[config.mk]
export PLATFORM = sky130hd
export DESIGN_NAME = mmioBusDecode_flat
export DESIGN_NICKNAME = d
export VERILOG_FILES = /design/src/verilog/mmioPkg.sv /design/src/verilog/mmioAccessIf.sv /design/src/verilog/mmioBusDecode.sv /design/src/flat_wrapper.sv
export VERILOG_INCLUDE_DIRS = /design/src /design/src/verilog
export SDC_FILE = /design/constraint.sdc
export NUM_CORES = 1
export LEC_CHECK = 0
export ABC_AREA = 1
export CORE_AREA = 3 3 40 42
export CTS_CLUSTER_DIAMETER = 100
export DETAILED_ROUTE_END_ITERATION = 10
export DIE_AREA = 0 0 43 45
export DONT_BUFFER_PORTS = 1
export PLACE_DENSITY = 0.57
export SYNTH_ARGS = -nofsm -noshare
export SYNTH_HDL_FRONTEND = slang
export SYNTH_SLANG_ARGS = --single-unit
[constraint.sdc]
create_clock -name shlClk -period 0.9 [get_ports shlClk]
set_input_delay 0.18 -clock shlClk [delete_from_list [all_inputs] [get_ports shlClk]]
set_output_delay 0.18 -clock shlClk [all_outputs]
set_load 0.1 [all_outputs]
[src/verilog/mmioClient_cfg.svh]
// Fixed register map and build identity; the bus must be synchronous to the shell clock
`ifndef MMIO_CLIENT_CFG_SVH
`define MMIO_CLIENT_CFG_SVH

// ---------------------------------------------------------------------------
// Widths and sizes
// ---------------------------------------------------------------------------
`define MMIO_ADDR_WIDTH     8       // Bus address, bit 7 picks the target
`define MMIO_DATA_WIDTH     8
`define REG_ADDR_WIDTH      7       // Register index or in-page offset
`define PAGE_BITS           4       // 16 pages of 128 bytes
`define XMEM_ADDR_WIDTH     9
`define XMEM_DATA_WIDTH     32
`define REG_FILE_BYTES      128
`define XMEM_BYTES          2048
`define XMEM_LANES          4       // Bytes per fabric word

// ---------------------------------------------------------------------------
// Register addresses
// ---------------------------------------------------------------------------
`define REG_EMIF_ID         7'h00   // Identification block, read only
`define REG_EMIF_VER        7'h01
`define REG_EMIF_REV        7'h02
`define REG_EMIF_RSVD       7'h03
`define REG_TOP_ID          7'h04
`define REG_TOP_YEAR        7'h05
`define REG_TOP_MONTH       7'h06
`define REG_TOP_DAY         7'h07
`define REG_PHY_STAT        7'h10   // Live status inputs
`define REG_PHY_ETH0        7'h11   // Three bytes of transceiver tuning
`define REG_LY2_CTRL        7'h20
`define REG_LY2_MAC0        7'h22   // Six bytes, LSB first
`define REG_LY3_CTRL0       7'h30   // Two bytes
`define REG_LY3_IP0         7'h34
`define REG_LY3_SNM0        7'h38
`define REG_LY3_GTW0        7'h3C
`define REG_DIAG_SCRATCH0   7'h70   // Four bytes
`define REG_DIAG_CTRL1      7'h74
`define REG_DIAG_CTRL2      7'h76
`define REG_PAGE_SEL        7'h7F

// ---------------------------------------------------------------------------
// Reset defaults, multi-byte values have the lowest address in the LSB
// ---------------------------------------------------------------------------
`define DEF_EMIF_ID         8'h3D
`define DEF_EMIF_VER        8'h01
`define DEF_EMIF_REV        8'h00
`define DEF_EMIF_RSVD       8'h33
`define DEF_TOP_ID          8'h01
`define TOP_DATE_YEAR       8'h18
`define TOP_DATE_MONTH      8'h0B
`define TOP_DATE_DAY        8'h15
`define DEF_PHY_ETH0        24'h050541
`define DEF_LY3_SNM         32'h0000FFFF   // 255.255.0.0
`define DEF_LY3_GTW         32'h0100020A   // 10.2.0.1
`define DEF_DIAG_SCRATCH    32'hEFBEADDE

`endif

[src/verilog/mmioPkg.sv]
// Vector types only; widths follow the fixed map in the config header
`default_nettype none

`include "mmioClient_cfg.svh"

package mmioPkg;

  // -------------------------------------------------------------------------
  // Bus side
  // -------------------------------------------------------------------------
  typedef logic [`MMIO_ADDR_WIDTH-1:0] mmioAddrT;  // Full bus address
  typedef logic [`MMIO_DATA_WIDTH-1:0] mmioByteT;  // Bus data byte

  // Register index, also the offset inside a memory page
  typedef logic [`REG_ADDR_WIDTH-1:0] regAddrT;

  typedef logic [`PAGE_BITS-1:0] pageSelT;         // Used page-select bits

  // Byte address into the page memory, page above offset
  typedef logic [`PAGE_BITS+`REG_ADDR_WIDTH-1:0] ramByteAddrT;

  // -------------------------------------------------------------------------
  // Fabric side
  // -------------------------------------------------------------------------
  typedef logic [`XMEM_ADDR_WIDTH-1:0] xmemAddrT;  // Word address
  typedef logic [`XMEM_DATA_WIDTH-1:0] xmemWordT;  // Four lanes

endpackage

`default_nettype wire

[src/verilog/mmioAccessIf.sv]
// One decoded single-cycle access; no handshake, the target answers a read one cycle later
`timescale 1ns/1ps
`default_nettype none

interface mmioAccessIf
  import mmioPkg::*;
();

  logic     sel;     // Strobe, one cycle per access
  logic     we;      // Write when set, else read
  regAddrT  offset;  // Register index or in-page offset
  mmioByteT wrData;
  mmioByteT rdData;  // Registered by the target

  // Bus decoder side
  modport initiator (
    output sel,
    output we,
    output offset,
    output wrData,
    input  rdData
  );

  // Register file or memory side
  modport target (
    input  sel,
    input  we,
    input  offset,
    input  wrData,
    output rdData
  );

endinterface

`default_nettype wire

[src/verilog/mmioBusDecode.sv]
// Bus strobes must be single-cycle and synchronous to shlClk; reads return after one cycle
`timescale 1ns/1ps
`default_nettype none

`include "mmioClient_cfg.svh"

module mmioBusDecode
  import mmioPkg::*;
(
  input  logic     shlClk,
  input  logic     reset,
  input  logic     busCs,       // Access strobe
  input  logic     busWe,       // Write qualifier
  input  mmioAddrT busAddr,
  input  mmioByteT busWrData,
  output mmioByteT busRdData,
  output logic     busRdValid,
  mmioAccessIf.initiator regAcc,
  mmioAccessIf.initiator ramAcc
);

  logic ramHit;      // Upper half of the bus space
  logic busRead;
  logic rdFromRam;   // Target of the read in flight

  // -------------------------------------------------------------------------
  // Address split
  // -------------------------------------------------------------------------
  assign ramHit  = busAddr[`MMIO_ADDR_WIDTH-1];
  assign busRead = busCs & ~busWe;

  // Register file gets the lower 128 bytes
  assign regAcc.sel    = busCs & ~ramHit;
  assign regAcc.we     = busWe;
  assign regAcc.offset = busAddr[`REG_ADDR_WIDTH-1:0];
  assign regAcc.wrData = busWrData;

  // Page window gets the upper 128 bytes
  assign ramAcc.sel    = busCs & ramHit;
  assign ramAcc.we     = busWe;
  assign ramAcc.offset = busAddr[`REG_ADDR_WIDTH-1:0];
  assign ramAcc.wrData = busWrData;

  // -------------------------------------------------------------------------
  // Read return
  // -------------------------------------------------------------------------
  always_ff @(posedge shlClk)
  begin
    if (reset)
    begin
      busRdValid <= 1'b0;
      rdFromRam  <= 1'b0;
    end
    else
    begin
      busRdValid <= busRead;     // Exactly one cycle after the strobe
      if (busRead)
      begin
        rdFromRam <= ramHit;     // Remember who answers
      end
    end
  end

  // Both targets register their data on the same edge as rdFromRam
  assign busRdData = rdFromRam ? ramAcc.rdData : regAcc.rdData;

endmodule

`default_nettype wire

[src/flat_wrapper.sv]
// flat-port wrapper written by rule: the top's interface ports become plain ports
module mmioBusDecode_flat import mmioPkg::*;
  (shlClk, reset, busCs, busWe, busAddr, busWrData, busRdData, busRdValid, regAcc_sel, regAcc_we, regAcc_offset, regAcc_wrData, regAcc_rdData, ramAcc_sel, ramAcc_we, ramAcc_offset, ramAcc_wrData, ramAcc_rdData);
  mmioAccessIf regAcc_i ();
  mmioAccessIf ramAcc_i ();
  input  logic shlClk;
  input  logic reset;
  input  logic busCs;
  input  logic busWe;
  input  mmioAddrT busAddr;
  input  mmioByteT busWrData;
  output mmioByteT busRdData;
  output logic busRdValid;
  output wire logic [$bits(regAcc_i.sel)-1:0] regAcc_sel;
  output wire logic [$bits(regAcc_i.we)-1:0] regAcc_we;
  output wire logic [$bits(regAcc_i.offset)-1:0] regAcc_offset;
  output wire logic [$bits(regAcc_i.wrData)-1:0] regAcc_wrData;
  input wire logic [$bits(regAcc_i.rdData)-1:0] regAcc_rdData;
  output wire logic [$bits(ramAcc_i.sel)-1:0] ramAcc_sel;
  output wire logic [$bits(ramAcc_i.we)-1:0] ramAcc_we;
  output wire logic [$bits(ramAcc_i.offset)-1:0] ramAcc_offset;
  output wire logic [$bits(ramAcc_i.wrData)-1:0] ramAcc_wrData;
  input wire logic [$bits(ramAcc_i.rdData)-1:0] ramAcc_rdData;
  assign regAcc_sel = regAcc_i.sel;
  assign regAcc_we = regAcc_i.we;
  assign regAcc_offset = regAcc_i.offset;
  assign regAcc_wrData = regAcc_i.wrData;
  assign regAcc_i.rdData = regAcc_rdData;
  assign ramAcc_sel = ramAcc_i.sel;
  assign ramAcc_we = ramAcc_i.we;
  assign ramAcc_offset = ramAcc_i.offset;
  assign ramAcc_wrData = ramAcc_i.wrData;
  assign ramAcc_i.rdData = ramAcc_rdData;
  mmioBusDecode u_core (.shlClk(shlClk), .reset(reset), .busCs(busCs), .busWe(busWe), .busAddr(busAddr), .busWrData(busWrData), .busRdData(busRdData), .busRdValid(busRdValid), .regAcc(regAcc_i), .ramAcc(ramAcc_i));
endmodule
==> results_dict.tcl <==
set metrics [dict create \
    fillers 111 \
    nNetsFinal 97 \
    hold_violations 0 \
    overflow 0 \
    seqPwrFrac_pct 11.2 \
    clkTransAtPathRegs_ns 0.04 \
    cts_buffers 3 \
    period_share_pct 145 \
    max_freq_mhz 764 \
    instances_no_fill 75 \
    arrival_ns 1.13 \
    routed_wirelength_um 970 \
    drive_above_1_share_pct 68.3 \
    pin_count 79 \
    reg2regPathDepth 5 \
    power.share.clock_pct 24.6 \
    syn-num-nets 106 \
    ir_drop_uv 758 \
    clk-insertion-delay-late_ns 0.23 \
    r2r_end "u_core.rdFromRam" \
    max_cap_viol_count 0 \
    p_sw_uw 437 \
    fin_util_pct 55.1 \
    cts_tree "done" \
    outcome "complete, but fails checks" \
    worstReg2RegStart "u_core.rdFromRam" \
    drt_iter0_markers 7 \
    synth_ff_type "dfxtp_1" \
    hpwl_um 704 \
    period_minus_slack_ns 1.31 \
    cp-start-kind "flip-flop" \
    core_sq_um 1280 \
    synth_edf_count 0 \
    die_y_um 45 \
    cts_buffer_depth 2 \
    yosysMostFrequentCell "buf_4" \
    clock-sinks 2 \
    hp-class "in -> reg" \
    root_buffer "clkbuf_4" \
    antenna_left 0 \
    layout_setup_ws_ns -0.408 \
    crit_fanout 8 \
    cellLeakagePower_nw 0.353 \
    syn_area_sq_um 442 \
    setup_violations 10 \
    grt_pass1_vias 361 \
    cts_hold_buffers 0 \
    tightest_slew_ns 0.154 \
    sw_frac_of_total_pct 47.6 \
    ys_types 9 \
    endpoint_kind "output pin" \
    hold_end "u_core.busRdValid" \
    rows 13 \
    ys_seq_area_share_pct 9.07 \
    num_vias 328 \
    synthCells 70 \
    synth_seq_cells 2 \
    whs_ns 0.0169 \
    wl_per_cell_um 12.9 \
    async_flop_share_pct 0 \
    area_growth_pct 60.3 \
    min-delay-start "reset" \
    grt_usage_pct 9.89 \
    port_buffers 0 \
    timing.slew.headroom_pct 89.7 \
    dieArea_sq_um 1940 \
    synth_top_area_share_pct 54.4 \
    synth_top_cells_by_count "buf_4, inv_1, nand2_1, o21ai_0" \
    violations "setup timing" \
    antenna_found_initial 0 \
    grt_pass1_wl_um 1430 \
    synth.avg_cell_area_sq_um 6.31 \
    post-synth-top-area-cell "buf_4" \
    rsz0062_at_grt "yes" \
    critPathRequiredTime_ns 0.72 \
    hold_depth 1 \
    htree_levels 1 \
    initial_core_util_pct 34.4 \
    cellPowerDensity_nw_per_um2 1300 \
    grt_max_degree 9 \
    dr.pass1.iters 4 \
    path_class "reg -> out" \
    drc 0 \
    synth_area_leaders "buf_4, inv_1, nand2_1" \
    r2r_setup_slack_ns -0.08 \
    fin_skew_ns 0 \
    placed_cells_incl_taps 66 \
    diodes 0 \
    intPower_uw 481 \
    share_comb_of_total_power_pct 64.3 \
    ys_warn_count 0 \
    die_w_um 43 \
    drv_slew 0 \
    viasPerCell 4.37 \
    gp_congestion 0.734 \
]
## layout by cell type (no fill, tap or decap)
cell         n
buf_12      14
buf_4        4
buf_6        1
clkbuf_1     1
clkbuf_4     3
clkinvlp_4   1
dfxtp_2      1
dfxtp_4      1
inv_1       11
nand2_1      5
nand2_4      6
nand3_2      1
nand4_1      1
nor2_1       1
nor2_4       1
o21ai_4      8
## area by class of cell
type / instances / area (sq um) / area share, %
tap: 15 / 18.8 / 2.65
sequential: 2 / 45.0 / 6.36
clock buffer: 4 / 26.3 / 3.71
timing repair buffer: 19 / 322 / 45.4
multi-input combinational: 23 / 248 / 35.0
inverter: 12 / 48.8 / 6.89
## worst max-delay path by stage
stage | end | cells after the start | from
floorplan | busRdData[4] | 2 | u_core.rdFromRam
finish | busRdData[6] | 4 | u_core.rdFromRam
CTS | busRdData[0] | 4 | u_core.rdFromRam
global placement | busRdData[4] | 3 | u_core.rdFromRam
detailed placement | busRdData[4] | 3 | u_core.rdFromRam
global route | busRdData[4] | 4 | u_core.rdFromRam
## power by group through the flow
stage	logic [mW]	registers (mW)	clock network [mW]
final	0.590	0.102	0.225
after global routing	0.605	0.103	0.248
after CTS	0.579	0.102	0.234
after detailed placement	0.553	0.108	0
after global placement	0.549	0.107	0
after floorplan	1.02	0.118	0
## cell families (layout without fill, tap and decap cells)
group	Yosys count	after routing	synth area share, %
AO/OA/AOI/OAI	8	8	9.07
AND/OR/NAND/NOR	15	15	14.7
buffers and inverters	45	35	67.1
flip-flops	2	2	9.07
## layer usage
layer	share of wire, %	global-route usage, %	up-vias
met5	0	0	-
met4	0	6.63	0
met3	17	7.97	0
met2	53	15.9	29
met1	29	8.39	143
li1	-	-	156
## critical path, cell delays in order, from the launching register on
cell and delay [ns]:
dfxtp_4 0.42, buf_12 0.16, nand2_4 0.05, o21ai_4 0.06, buf_12 0.19
## sequential cells by signal (all words and copies together) (netlist names)
signal / count
u_core.busRdValid: 1
u_core.rdFromRam: 1
## repair_timing
action	CTS	global route
gates resized for setup	10	7
setup buffers	4	1
endpoints found under the setup margin	9	10
pin swaps	0	1
## stage by stage
stage	instance area [sq um]	worst slack (ns)	TNS (ns)	power, mW
after floorplan	548	-0.367	-2.06	1.14
after global placement	583	-0.169	-1.16	0.656
after detailed placement	583	-0.188	-1.30	0.660
after CTS	667	-0.418	-3.27	0.915
after global routing	708	-0.450	-3.64	0.955
final	708	-0.408	-3.27	0.918
Power figures use the tool's default switching activity.
